[config.mk]
export PLATFORM = sky130hd
export DESIGN_NAME = priv_unit
export DESIGN_NICKNAME = d
export VERILOG_FILES = /design/src/priv_pkg.sv /design/src/sys_decoder.sv /design/src/csr_file.sv /design/src/priv_ctrl.sv /design/src/priv_unit.sv
export VERILOG_INCLUDE_DIRS = /design/src
export SDC_FILE = /design/constraint.sdc
export NUM_CORES = 1
export LEC_CHECK = 0
export ABC_AREA = 1
export BUFFER_PORTS_ARGS = -buffer_cell sky130_fd_sc_hd__buf_2
export CORE_AREA = 2 2 202 204
export DETAILED_ROUTE_END_ITERATION = 16
export DIE_AREA = 0 0 204 206
export GPL_ROUTABILITY_DRIVEN = 0
export SYNTH_ARGS = -nofsm -noshare
export SYNTH_HDL_FRONTEND = slang
export SYNTH_SLANG_ARGS = --single-unit
[constraint.sdc]
create_clock -name clk -period 8.3 [get_ports clk]
set_input_delay 1.66 -clock clk [delete_from_list [all_inputs] [get_ports clk]]
set_output_delay 1.66 -clock clk [all_outputs]
set_load 0.005 [all_outputs]
[src/priv_consts.svh]
`ifndef PRIV_CONSTS_SVH
`define PRIV_CONSTS_SVH

// privilege modes
`define PRIV_M 2'd3
`define PRIV_U 2'd0

// machine csr addresses
`define CSR_MSTATUS  12'h300
`define CSR_MISA     12'h301
`define CSR_MIE      12'h304
`define CSR_MTVEC    12'h305
`define CSR_MSCRATCH 12'h340
`define CSR_MEPC     12'h341
`define CSR_MCAUSE   12'h342
`define CSR_MTVAL    12'h343
`define CSR_MIP      12'h344
`define CSR_MCYCLE   12'hb00
`define CSR_MCYCLEH  12'hb80
`define CSR_MHARTID  12'hf14

// writable bits and mstatus fields
`define MSTATUS_MASK 32'h0000_1888
`define MIE_MASK     32'h0000_0888
`define MST_MIE      3
`define MST_MPIE     7

// rv32 with a, i, m and user mode
`define MISA_VALUE  32'h4010_1101
`define RESET_MTVEC 32'h0000_0100

// mcause codes
`define CAUSE_ILLEGAL 5'd2
`define CAUSE_BREAK   5'd3
`define CAUSE_ECALL_U 5'd8
`define CAUSE_ECALL_M 5'd11
`define IRQ_SOFT      5'd3
`define IRQ_TIMER     5'd7
`define IRQ_EXT       5'd11

// system opcode, funct12 values, csr operations
`define OPC_SYSTEM   7'h73
`define F12_ECALL    12'h000
`define F12_EBREAK   12'h001
`define F12_WFI      12'h105
`define F12_MRET     12'h302
`define CSR_FN_WRITE 2'd1
`define CSR_FN_SET   2'd2
`define CSR_FN_CLEAR 2'd3

`endif

[src/priv_pkg.sv]
package priv_pkg;

   ////////////////////////////////////////
   // system instruction word
   ////////////////////////////////////////

   // i-type layout shared by csr and trap-return words
   typedef struct packed {
      logic [11:0] csr;
      logic [4:0]  rs1;
      logic [2:0]  funct3;
      logic [4:0]  rd;
      logic [6:0]  opcode;
   } sys_fields_s;

   // one word, seen whole or split into fields
   typedef union packed {
      logic [31:0] raw;
      sys_fields_s fields;
   } sys_instr_u;

endpackage

[src/sys_decoder.sv]
`timescale 1ns/10ps
`include "priv_consts.svh"

module sys_decoder (
   input  priv_pkg::sys_instr_u instr,
   output logic                 is_csr,
   output logic                 csr_use_imm,
   output logic [1:0]           csr_funct,
   output logic                 csr_wr,
   output logic                 is_ecall,
   output logic                 is_ebreak,
   output logic                 is_mret,
   output logic                 is_wfi,
   output logic                 is_illegal
);

   always_comb begin
      is_csr     = 1'b0;
      is_ecall   = 1'b0;
      is_ebreak  = 1'b0;
      is_mret    = 1'b0;
      is_wfi     = 1'b0;
      is_illegal = 1'b1;
      csr_use_imm = instr.fields.funct3[2];
      csr_funct   = instr.fields.funct3[1:0];
      if (instr.fields.opcode == `OPC_SYSTEM) begin
         if (instr.fields.funct3 == 3'b000) begin
            // trap and return words need rs1 and rd at zero
            if (instr.fields.rs1 == 5'd0 && instr.fields.rd == 5'd0) begin
               is_illegal = 1'b0;
               case (instr.fields.csr)
                  `F12_ECALL:  is_ecall = 1'b1;
                  `F12_EBREAK: is_ebreak = 1'b1;
                  `F12_MRET:   is_mret = 1'b1;
                  `F12_WFI:    is_wfi = 1'b1;
                  default:     is_illegal = 1'b1;
               endcase
            end
         end else if (instr.fields.funct3[1:0] != 2'b00) begin
            is_csr     = 1'b1;
            is_illegal = 1'b0;
         end
      end
      // set/clear with a zero source only reads
      csr_wr = is_csr && (csr_funct == `CSR_FN_WRITE || instr.fields.rs1 != 5'd0);
   end

endmodule

[src/csr_file.sv]
`timescale 1ns/10ps
`include "priv_consts.svh"

module csr_file (
   input  logic        clk,
   input  logic        rstn,
   input  logic [11:0] csr_addr,
   input  logic        csr_we,
   input  logic [31:0] csr_wdata,
   input  logic        trap_enter,
   input  logic [31:0] trap_cause,
   input  logic [31:0] trap_epc,
   input  logic [31:0] trap_tval,
   input  logic [1:0]  trap_mode,
   input  logic        mret_exec,
   input  logic        ext_intr,
   input  logic        software_intr,
   input  logic        timer_intr,
   output logic [31:0] csr_rdata,
   output logic        csr_exists,
   output logic        csr_writable,
   output logic        mstatus_mie,
   output logic [1:0]  mstatus_mpp,
   output logic [31:0] mtvec,
   output logic [31:0] mepc,
   output logic        irq_present,
   output logic [4:0]  irq_code
);

   logic [31:0] mstatus_q, mie_q, mtvec_q, mscratch_q, mepc_q, mcause_q, mtval_q;
   logic [63:0] mcycle_q;
   logic [31:0] mip_val, irq_pend, mstatus_wr;

   assign mip_val = {20'd0, ext_intr, 3'd0, timer_intr, 3'd0, software_intr, 3'd0};
   assign irq_pend = mip_val & mie_q;

   assign mstatus_mie = mstatus_q[`MST_MIE];
   assign mstatus_mpp = mstatus_q[12:11];
   assign mtvec       = mtvec_q;
   assign mepc        = mepc_q;

   ////////////////////////////////////////
   // read path
   ////////////////////////////////////////
   always_comb begin
      csr_rdata  = 32'd0;
      csr_exists = 1'b1;
      case (csr_addr)
         `CSR_MSTATUS:  csr_rdata = mstatus_q;
         `CSR_MISA:     csr_rdata = `MISA_VALUE;
         `CSR_MIE:      csr_rdata = mie_q;
         `CSR_MTVEC:    csr_rdata = mtvec_q;
         `CSR_MSCRATCH: csr_rdata = mscratch_q;
         `CSR_MEPC:     csr_rdata = mepc_q;
         `CSR_MCAUSE:   csr_rdata = mcause_q;
         `CSR_MTVAL:    csr_rdata = mtval_q;
         `CSR_MIP:      csr_rdata = mip_val;
         `CSR_MCYCLE:   csr_rdata = mcycle_q[31:0];
         `CSR_MCYCLEH:  csr_rdata = mcycle_q[63:32];
         // single hart, id 0
         `CSR_MHARTID:  csr_rdata = 32'd0;
         default:       csr_exists = 1'b0;
      endcase
   end

   assign csr_writable = csr_exists &&
                         !(csr_addr == `CSR_MISA || csr_addr == `CSR_MIP ||
                           csr_addr == `CSR_MCYCLEH || csr_addr == `CSR_MHARTID);

   // ext first, then software, then timer
   always_comb begin
      irq_present = |irq_pend;
      irq_code    = 5'd0;
      if (irq_pend[11]) begin
         irq_code = `IRQ_EXT;
      end else if (irq_pend[3]) begin
         irq_code = `IRQ_SOFT;
      end else if (irq_pend[7]) begin
         irq_code = `IRQ_TIMER;
      end
   end

   // mpp only holds M or U
   always_comb begin
      mstatus_wr = csr_wdata & `MSTATUS_MASK;
      if (mstatus_wr[12:11] == 2'd1 || mstatus_wr[12:11] == 2'd2) begin
         mstatus_wr[12:11] = `PRIV_U;
      end
   end

   ////////////////////////////////////////
   // write path and side-effects
   ////////////////////////////////////////
   always_ff @(posedge clk) begin
      if (rstn) begin
         mstatus_q  <= 32'd0;
         mie_q      <= 32'd0;
         mtvec_q    <= `RESET_MTVEC;
         mscratch_q <= 32'd0;
         mepc_q     <= 32'd0;
         mcause_q   <= 32'd0;
         mtval_q    <= 32'd0;
         mcycle_q   <= 64'd0;
      end else begin
         mcycle_q <= mcycle_q + 64'd1;
         if (trap_enter) begin
            mepc_q   <= trap_epc;
            mcause_q <= trap_cause;
            mtval_q  <= trap_tval;
            mstatus_q[`MST_MPIE] <= mstatus_q[`MST_MIE];
            mstatus_q[`MST_MIE]  <= 1'b0;
            mstatus_q[12:11]     <= trap_mode;
         end else if (mret_exec) begin
            mstatus_q[`MST_MIE]  <= mstatus_q[`MST_MPIE];
            mstatus_q[`MST_MPIE] <= 1'b1;
            mstatus_q[12:11]     <= `PRIV_U;
         end else if (csr_we) begin
            case (csr_addr)
               `CSR_MSTATUS:  mstatus_q <= mstatus_wr;
               `CSR_MIE:      mie_q <= csr_wdata & `MIE_MASK;
               `CSR_MSCRATCH: mscratch_q <= csr_wdata;
               `CSR_MEPC:     mepc_q <= {csr_wdata[31:2], 2'b00};
               `CSR_MCAUSE:   mcause_q <= csr_wdata;
               `CSR_MTVAL:    mtval_q <= csr_wdata;
               `CSR_MCYCLE:   mcycle_q <= {mcycle_q[63:32], csr_wdata};
               `CSR_MTVEC: begin
                  // reserved modes leave mtvec alone
                  if (csr_wdata[1:0] < 2'd2) begin
                     mtvec_q <= csr_wdata;
                  end
               end
               default: ;
            endcase
         end
      end
   end

   a_mtvec_mode: assert property (@(posedge clk) disable iff (rstn) mtvec_q[1:0] < 2'd2);

endmodule

[src/priv_ctrl.sv]
`timescale 1ns/10ps
`include "priv_consts.svh"

module priv_ctrl (
   input  logic                 clk,
   input  logic                 rstn,
   input  logic                 instr_valid,
   input  priv_pkg::sys_instr_u instr,
   input  logic [31:0]          pc,
   input  logic [31:0]          rs1_value,
   input  logic                 is_csr,
   input  logic                 csr_use_imm,
   input  logic [1:0]           csr_funct,
   input  logic                 csr_wr,
   input  logic                 is_ecall,
   input  logic                 is_ebreak,
   input  logic                 is_mret,
   input  logic                 is_wfi,
   input  logic                 is_illegal,
   input  logic [31:0]          csr_rdata,
   input  logic                 csr_exists,
   input  logic                 csr_writable,
   input  logic                 mstatus_mie,
   input  logic [1:0]           mstatus_mpp,
   input  logic [31:0]          mtvec,
   input  logic [31:0]          mepc,
   input  logic                 irq_present,
   input  logic [4:0]           irq_code,
   output logic [11:0]          csr_addr,
   output logic                 csr_we,
   output logic [31:0]          csr_wdata,
   output logic                 trap_enter,
   output logic [31:0]          trap_cause,
   output logic [31:0]          trap_epc,
   output logic [31:0]          trap_tval,
   output logic [1:0]           trap_mode,
   output logic                 mret_exec,
   output logic                 done,
   output logic                 trap_taken,
   output logic [31:0]          next_pc,
   output logic [31:0]          rd_data,
   output logic                 write_rd,
   output logic [1:0]           priv_mode
);

   logic        irq_take, illegal, exc, csr_ok;
   logic [4:0]  exc_code;
   logic [31:0] src, tvec_base, next_pc_d;

   assign csr_addr = instr.raw[31:20];
   assign src = csr_use_imm ? {27'd0, instr.raw[19:15]} : rs1_value;

   always_comb begin
      // interrupts win over the instruction itself
      irq_take = instr_valid && irq_present && (priv_mode == `PRIV_U || mstatus_mie);
      illegal  = is_illegal ||
                 (is_csr && !csr_exists) ||
                 (is_csr && csr_wr && !csr_writable) ||
                 (is_csr && priv_mode == `PRIV_U) ||
                 (is_mret && priv_mode == `PRIV_U);
      exc = instr_valid && !irq_take && (illegal || is_ecall || is_ebreak);
      if (illegal) begin
         exc_code = `CAUSE_ILLEGAL;
      end else if (is_ebreak) begin
         exc_code = `CAUSE_BREAK;
      end else begin
         exc_code = (priv_mode == `PRIV_U) ? `CAUSE_ECALL_U : `CAUSE_ECALL_M;
      end
      csr_ok    = instr_valid && !irq_take && !illegal && is_csr;
      mret_exec = instr_valid && !irq_take && !illegal && is_mret;
      case (csr_funct)
         `CSR_FN_SET:   csr_wdata = csr_rdata | src;
         `CSR_FN_CLEAR: csr_wdata = csr_rdata & ~src;
         default:       csr_wdata = src;
      endcase
      csr_we     = csr_ok && csr_wr;
      trap_enter = irq_take || exc;
      trap_cause = irq_take ? {1'b1, 26'd0, irq_code} : {27'd0, exc_code};
      trap_epc   = pc;
      trap_tval  = (exc && illegal) ? instr.raw : 32'd0;
      trap_mode  = priv_mode;
      tvec_base  = {mtvec[31:2], 2'b00};
      // wfi and csr ops fall through to pc + 4
      if (irq_take && mtvec[1:0] == 2'd1) begin
         next_pc_d = tvec_base + {25'd0, irq_code, 2'b00};
      end else if (trap_enter) begin
         next_pc_d = tvec_base;
      end else if (mret_exec) begin
         next_pc_d = mepc;
      end else begin
         next_pc_d = pc + 32'd4;
      end
   end

   ////////////////////////////////////////
   // result registers
   ////////////////////////////////////////
   always_ff @(posedge clk) begin
      if (rstn) begin
         done       <= 1'b0;
         trap_taken <= 1'b0;
         write_rd   <= 1'b0;
         priv_mode  <= `PRIV_M;
      end else begin
         done       <= instr_valid;
         trap_taken <= trap_enter;
         write_rd   <= csr_ok && instr.raw[11:7] != 5'd0;
         if (trap_enter) begin
            priv_mode <= `PRIV_M;
         end else if (mret_exec) begin
            priv_mode <= mstatus_mpp;
         end
      end
   end

   always_ff @(posedge clk) begin
      next_pc <= next_pc_d;
      rd_data <= csr_ok ? csr_rdata : 32'd0;
   end

   a_done_after_valid: assert property (@(posedge clk) disable iff (rstn)
      done |-> $past(instr_valid));
   a_flags_need_done: assert property (@(posedge clk) disable iff (rstn)
      (trap_taken || write_rd) |-> done);

endmodule

[src/priv_unit.sv]
`timescale 1ns/10ps

module priv_unit (
   input  logic                 clk,
   input  logic                 rstn,
   input  logic                 instr_valid,
   input  priv_pkg::sys_instr_u instr,
   input  logic [31:0]          pc,
   input  logic [31:0]          rs1_value,
   input  logic                 ext_intr,
   input  logic                 software_intr,
   input  logic                 timer_intr,
   output logic                 done,
   output logic                 trap_taken,
   output logic [31:0]          next_pc,
   output logic [31:0]          rd_data,
   output logic                 write_rd,
   output logic [1:0]           priv_mode
);

   // decoder to controller
   logic        is_csr, csr_use_imm, csr_wr, is_ecall, is_ebreak, is_mret, is_wfi, is_illegal;
   logic [1:0]  csr_funct;

   // controller and csr file
   logic [11:0] csr_addr;
   logic        csr_we, trap_enter, mret_exec, csr_exists, csr_writable;
   logic        mstatus_mie, irq_present;
   logic [31:0] csr_wdata, trap_cause, trap_epc, trap_tval, csr_rdata, mtvec, mepc;
   logic [1:0]  trap_mode, mstatus_mpp;
   logic [4:0]  irq_code;

   sys_decoder sys_decoder_inst (
      .instr(instr), .is_csr(is_csr), .csr_use_imm(csr_use_imm), .csr_funct(csr_funct),
      .csr_wr(csr_wr), .is_ecall(is_ecall), .is_ebreak(is_ebreak), .is_mret(is_mret),
      .is_wfi(is_wfi), .is_illegal(is_illegal)
   );

   csr_file csr_file_inst (
      .clk(clk), .rstn(rstn), .csr_addr(csr_addr), .csr_we(csr_we), .csr_wdata(csr_wdata),
      .trap_enter(trap_enter), .trap_cause(trap_cause), .trap_epc(trap_epc),
      .trap_tval(trap_tval), .trap_mode(trap_mode), .mret_exec(mret_exec),
      .ext_intr(ext_intr), .software_intr(software_intr), .timer_intr(timer_intr),
      .csr_rdata(csr_rdata), .csr_exists(csr_exists), .csr_writable(csr_writable),
      .mstatus_mie(mstatus_mie), .mstatus_mpp(mstatus_mpp), .mtvec(mtvec), .mepc(mepc),
      .irq_present(irq_present), .irq_code(irq_code)
   );

   priv_ctrl priv_ctrl_inst (
      .clk(clk), .rstn(rstn), .instr_valid(instr_valid), .instr(instr), .pc(pc),
      .rs1_value(rs1_value), .is_csr(is_csr), .csr_use_imm(csr_use_imm),
      .csr_funct(csr_funct), .csr_wr(csr_wr), .is_ecall(is_ecall), .is_ebreak(is_ebreak),
      .is_mret(is_mret), .is_wfi(is_wfi), .is_illegal(is_illegal), .csr_rdata(csr_rdata),
      .csr_exists(csr_exists), .csr_writable(csr_writable), .mstatus_mie(mstatus_mie),
      .mstatus_mpp(mstatus_mpp), .mtvec(mtvec), .mepc(mepc), .irq_present(irq_present),
      .irq_code(irq_code), .csr_addr(csr_addr), .csr_we(csr_we), .csr_wdata(csr_wdata),
      .trap_enter(trap_enter), .trap_cause(trap_cause), .trap_epc(trap_epc),
      .trap_tval(trap_tval), .trap_mode(trap_mode), .mret_exec(mret_exec), .done(done),
      .trap_taken(trap_taken), .next_pc(next_pc), .rd_data(rd_data), .write_rd(write_rd),
      .priv_mode(priv_mode)
   );

endmodule

==> impl_results.md, run 1 <==
* Status: complete, no violations
* Vias in the first global route at 18500
* Hold Vio Cnt, Final at 0
* Seq/Total Area, Yosys at 33.9%
* Final Cycle Share at 65.2%
* RSZ-0062 raised after global routing: no
* Clock buffer depth at 3
* Via count at 20500
* Class of the worst hold path: register to register
* Drt drc at 0
* Area grow syn2layout at 13.5%
* Total power per unit cell area at 168 nW/µm²
* Routed Antenna Nets at 0
* Mapped Area at 17700 µm²
* Detailed Route WL at 75.3 mm
* Hold_buf cts at 0
* Post-Synth Adder-Cell Area at 0.536%
* Synth Area in Compound Gates at 13.7%
* Most frequent cell after synthesis: nand2_1
* Num CTS Buffers at 37
* Cells after Synth at 2925
* Pleak at 8.87 nW
* Kind of critical path: input pin to register
* Worst-path fanout max at 33
* Post-CTS Setup Inserts at 0
* Clk_lat worst skew at 0.55 ns
* Critical path data arrival time at 5.85 ns
* Share of layout cells above drive strength 1 at 9.80%
* Die area at 42000 µm²
* Maxcap violations at 0
* Peak Freq at 0.185 GHz
* Clock-pin slew on the worst setup and hold paths at 0.06 ns
* Final Max Tran Viols at 0
* Critical-path top delay cell: nor2_2
* Worst Path Buf+Inv at 4
* Remaining global-route overflow at 0
* Via density at 5.70
* Final setup fails at 0
* Post-synth EDFFs at 0
* Clk_skew at 0.0142 ns
* Crit-path cells: buf_2 -> inv_1 -> nand4_1 -> nor2_1 -> nand3_1 -> nand2_1 -> nand2_1 -> nand2_1 -> inv_2 -> nand3_4 -> nor2_2 -> nand3_1 -> nand2_2 -> inv_2 -> nor2_1 -> nor2_1
* Post-Syn Nets at 3034
* First drt pass iteration count at 6
* Root buffer cell: clkbuf_16
* Setup tns final at 0 ns
* Initial antenna violation count at 5
* Mux contribution to synthesized area at 0%
* Synth Area in XOR/XNOR at 3.26%
* CP Launch Type: input pin
* YS warnings at 0
* Synth top area share at 33.9%
* Largest cells by area after synthesis: dfxtp_1, nand2_1, nor2_1
* Post-synth ARST share at 0%
* Largest family of logic cells by synthesized area: simple AND/OR/NAND/NOR gates
* All-Layer GR Usage at 35.2%
* Boundary pin count at 171
* Core region area at 40200 µm²
* Required time of the critical path at 8.74 ns
* Register bit total from synthesis at 300
* Rows at 74
* Largest net degree at the start of global routing at 91
* Commonest cells post-synth: nand2_1, nor2_1, dfxtp_1
* Placed cells at 3529
* DRT iter0 DRCs at 2599
* Final worst path period need at 5.41 ns
* Finished Layout Cells at 3598
* PortBufs at 170
* Synth unique cells at 42
* Synth Flop Type: dfxtp_1
* Sink Count at 300
* Worst-margin pin slew at 1.31 ns
* HPWL Detailed at 55.9 mm
* Post-synth top area cell: dfxtp_1
* Rel. slew slack at 11.8%
* Worst setup EP type: register
* Die W at 204 µm
* H-tree lvl count at 2
* Slowest stage delay, CP at 0.60 ns
* Drt wl/cell at 20.9 µm
* Final net count at 3145
* Synthesized area per cell at 6.06 µm²
* Initial Util at 44.1%
* VDD IR max at 0.122 mV
* Chip Height at 206 µm
* Fill count at 4264
* Post-CTS Resized at 0
* Post-Synth Simple-Gate Area at 38.8%
* CTS tree: built
* Delay-heaviest family, CP: simple AND/OR/NAND/NOR gates
* First-pass GRT wire length at 112 mm
## where the power goes
group	internal [mW]	switching, mW	leakage (nW)
clock network	0.936	0.666	0.568
registers	1.47	0.0181	2.44
logic	0.0846	0.212	5.86
## placed cells by master (no fill, tap or decap), types with 40 or more instances in the layout
master   synthesis  layout
buf_2           49     169
inv_1          294     293
nand2_1        791     791
a21oi_1        186     186
nor3_1          47      47
nand3_1        257     257
xor2_1          56      56
nand4_1         42      42
buf_4            9      40
dfxtp_1        300     300
o21ai_0        215     214
nor2_1         451     450
## flip-flops by register name (all words and copies together) (netlist names)
name / flops
csr_file_inst.mscratch_q: 32
csr_file_inst.mtvec: 32
priv_ctrl_inst.next_pc: 32
csr_file_inst.mcycle_q: 64
priv_ctrl_inst.priv_mode: 2
csr_file_inst.mie_q: 3
csr_file_inst.mtval_q: 32
priv_ctrl_inst.trap_taken: 1
priv_ctrl_inst.done: 1
csr_file_inst.mstatus_q: 4
priv_ctrl_inst.rd_data: 32
csr_file_inst.mepc: 32
priv_ctrl_inst.write_rd: 1
csr_file_inst.mcause_q: 32
## per-stage QoR
stage	cell area (µm²)	hold slack [ns]	setup WS, ns	power (mW)	util (%)
2_1_floorplan	17700	0.441	4.41	1.68	-
3_3_place_gp	18900	0.449	2.70	1.80	47.2
3_5_place_dp	18900	0.454	2.53	1.81	47.2
4_1_cts	20100	0.467	3.08	3.39	50.1
5_1_grt	20100	0.482	2.61	3.48	50.1
6_report	20100	0.466	2.89	3.39	50.1
## cell type report
cell class              instances  area [µm²]  area share [%]
diodes                          5        12.5          0.0622
clock buffers                  55        1090            5.40
clock inverters                 9        78.8           0.392
inverters                     303        1140            5.67
multi-input cells            2185        9990            49.6
flip-flops and latches        300        6010            29.8
well taps                     532         666            3.31
repair buffers                209        1150            5.69
## logic make-up after synthesis
| kind of cell | after synthesis |
|---|---|
| and+or+nand+nor | 1648 |
| AOI/OAI and AO/OA | 464 |
| buffers and inverters | 440 |
| DFF | 300 |
| xor gates and xnor gates | 66 |
| adders and majority gates | 7 |
## path summary, 6_finish.rpt
check | slack [ns] | startpoint | cells after the start | endpoint
setup reg to reg | 4.38 | csr_file_inst.mie_q[3] | 15 | csr_file_inst.mtval_q[1]
hold reg to reg | 0.47 | csr_file_inst.mscratch_q[5] | 1 | csr_file_inst.mscratch_q[5]
setup / recovery | 2.89 | instr[14] | 16 | csr_file_inst.mtval_q[1]
hold / removal | 0.47 | csr_file_inst.mscratch_q[5] | 1 | csr_file_inst.mscratch_q[5]
## metal layers
metal  wire length (µm)  vias up  part of all wire (%)  GRT usage, %
met2              32300     1274                    43          54.3
met5                  0        -                     0             0
met3               8960      203                    12          6.40
met4               3610        0                   4.8          16.4
met1              30400     9408                    40          47.6
li1                   -     9611                     -             -
Power figures use the tool's default switching activity.
==> inputs of run 2 (changes only) <==
- PLACE_DENSITY: default -> 0.65
- clock period: 8.3 -> 4.8 ns (I/O delays scaled with it)
==> impl_results.md, run 2 (synthesis gave the netlist of run 1 again) <==
* Maxcap violations at 0
* Sink Count at 300
* Reg-to-reg endpoint: priv_ctrl_inst.next_pc[31]
* HPWL Detailed at 56.2 mm
* Kind of critical path: input pin to register
* Critical-path top delay cell: inv_1
* Share of layout cells above drive strength 1 at 10.5%
* Largest net degree at the start of global routing at 80
* Worst hold path startpoint: csr_file_inst.mscratch_q[24]
* Class of the worst hold path: register to register
* Rows at 74
* Register name with the most flops: csr_file_inst.mcycle_q
* Critical path data arrival time at 4.48 ns
* H-tree lvl count at 2
* Initial antenna violation count at 2
* Grt met3 use at 9.49%
* First-pass GRT wire length at 113 mm
* Final net count at 3167
* RSZ-0062 raised after global routing: no
* Clk_skew at 0.0267 ns
* Initial Util at 44.1%
* Placed cells at 3551
* Clock-pin slew on the worst setup and hold paths at 0.06 ns
* Die W at 204 µm
* Rel. slew slack at 14.2%
* Boundary pin count at 171
* Post-CTS Resized at 0
* Hold_buf cts at 0
* All-Layer GR Usage at 35.2%
* Gr busiest metal: met2
* Fin Hold WS at 0.465 ns
* Num CTS Buffers at 37
* CTS tree: built
* Final Max Tran Viols at 0
* Root buffer cell: clkbuf_16
* Worst setup EP type: register
* Setup tns final at 0 ns
* Final worst path period need at 4.01 ns
* Final Cycle Share at 83.5%
* Hold Vio Cnt, Final at 0
* Worst-path fanout max at 13
* Number of diodes at 0
* Total power per unit cell area at 295 nW/µm²
* Met2 Use GR at 55.2%
* Peak Freq at 0.250 GHz
* Worst Reg-to-Reg Cells at 21
* Hold path endpoint: csr_file_inst.mscratch_q[24]
* Vias in the first global route at 19500
* Slowest stage delay, CP at 0.56 ns
* Pleak at 9.00 nW
* Core region area at 40200 µm²
* Final setup fails at 0
* Worst hold stages at 1
* FF-to-FF Start: csr_file_inst.mie_q[3]
* Area grow syn2layout at 14.7%
* Remaining global-route overflow at 0
* DRT iter0 DRCs at 2698
* Routed Antenna Nets at 0
* Post-CTS Setup Inserts at 0
* Final Instance Area at 20300 µm²
* PortBufs at 170
* Largest register FFs at 64
* VDD IR max at 0.301 mV
* Via count at 20800
* Detailed Route WL at 75.4 mm
* CP Launch Type: input pin
* Finished Layout Cells at 3617
* Drt wl/cell at 20.8 µm
* Drt drc at 0
* Most frequent cells in the layout: nand2_1, nor2_1, dfxtp_1, inv_1, nand3_1
* Register-to-register setup slack at 1.48 ns
* Fill count at 4144
* Clock buffer depth at 3
* Chip Height at 206 µm
* Commonest non-fill, non-tap cell in the layout: nand2_1
* Clk_lat worst skew at 0.57 ns
* Worst-margin pin slew at 1.27 ns
* Via density at 5.76
* Most numerous cell on the critical path: nand2_1
* First drt pass iteration count at 6
* Die area at 42000 µm²
* Required time of the critical path at 5.27 ns
* Post-DP Area at 19100 µm²
* Status: complete, no violations
* Met1 Track Usage GR at 44.6%
* Crit-path cells: buf_2 -> inv_1 -> nand2_1 -> nor2_2 -> nand3_1 -> inv_1 -> buf_4 -> nand2_1 -> o21ai_0 -> nor2_1 -> nand2_1 -> nand2_1 -> o21ai_0 -> nand3_1 -> o21ai_0 -> nand2_1 -> a21oi_1
## run 2: cell count changes in the layout (fill, tap and decap cells not counted), sizes merged
cell,previous run,this run
buf,209,231
inv,300,301
clkinv,9,8
diode,5,0
bufinv,1,4
clkbuf,55,54
## run 2: how the worst max path moves through the flow
stage,cells past startpoint,startpoint,endpoint
final,17,instr[31],csr_file_inst.mtval_q[22]
after global routing,17,instr[31],csr_file_inst.mtval_q[22]
after CTS,17,instr[31],csr_file_inst.mtval_q[22]
after detailed placement,17,instr[31],csr_file_inst.mtval_q[22]
after global placement,17,instr[31],csr_file_inst.mtval_q[22]
after floorplan,21,ext_intr,priv_ctrl_inst.next_pc[31]
## run 2: metal layers
| metal | routed length (µm) | up-vias |
|---|---|---|
| met5 | 11 | - |
| met4 | 4230 | 2 |
| met3 | 9040 | 262 |
| met2 | 32600 | 1377 |
| met1 | 29500 | 9537 |
| li1 | - | 9662 |
## run 2: final cells by class
class | count | area, µm² | share of cell area [%]
Multi-Input combinational cell | 2185 | 9990 | 49.1
Sequential cell | 300 | 6010 | 29.5
Timing Repair Buffer | 231 | 1310 | 6.45
Inverter | 303 | 1140 | 5.61
Clock buffer | 54 | 1050 | 5.16
Tap cell | 532 | 666 | 3.27
Clock inverter | 12 | 173 | 0.849
## run 2: metrics by stage
step / setup slack (ns) / utilization [%] / power, mW
finish: 0.794 / 50.6 / 5.99
global route: 0.764 / 50.6 / 6.15
CTS: 1.09 / 50.6 / 5.98
detailed placement: 0.546 / 47.6 / 3.13
global placement: 0.573 / 47.6 / 3.12
floorplan: 1.61 / - / 2.90
## run 2: where the power goes
group,total (mW),switching (mW),leakage (nW),internal [mW]
Combinational,0.523,0.372,5.97,0.151
Sequential,2.58,0.0329,2.44,2.55
Clock,2.89,1.15,0.594,1.73
Total,5.99,1.56,9.00,4.43
## run 2: critical path, delay by kind of cell
kind | cells | cell delay (ns)
buffers and inverters | 4 | 1.14
AO/OA/AOI/OAI | 4 | 0.96
AND/OR/NAND/NOR | 9 | 1.40
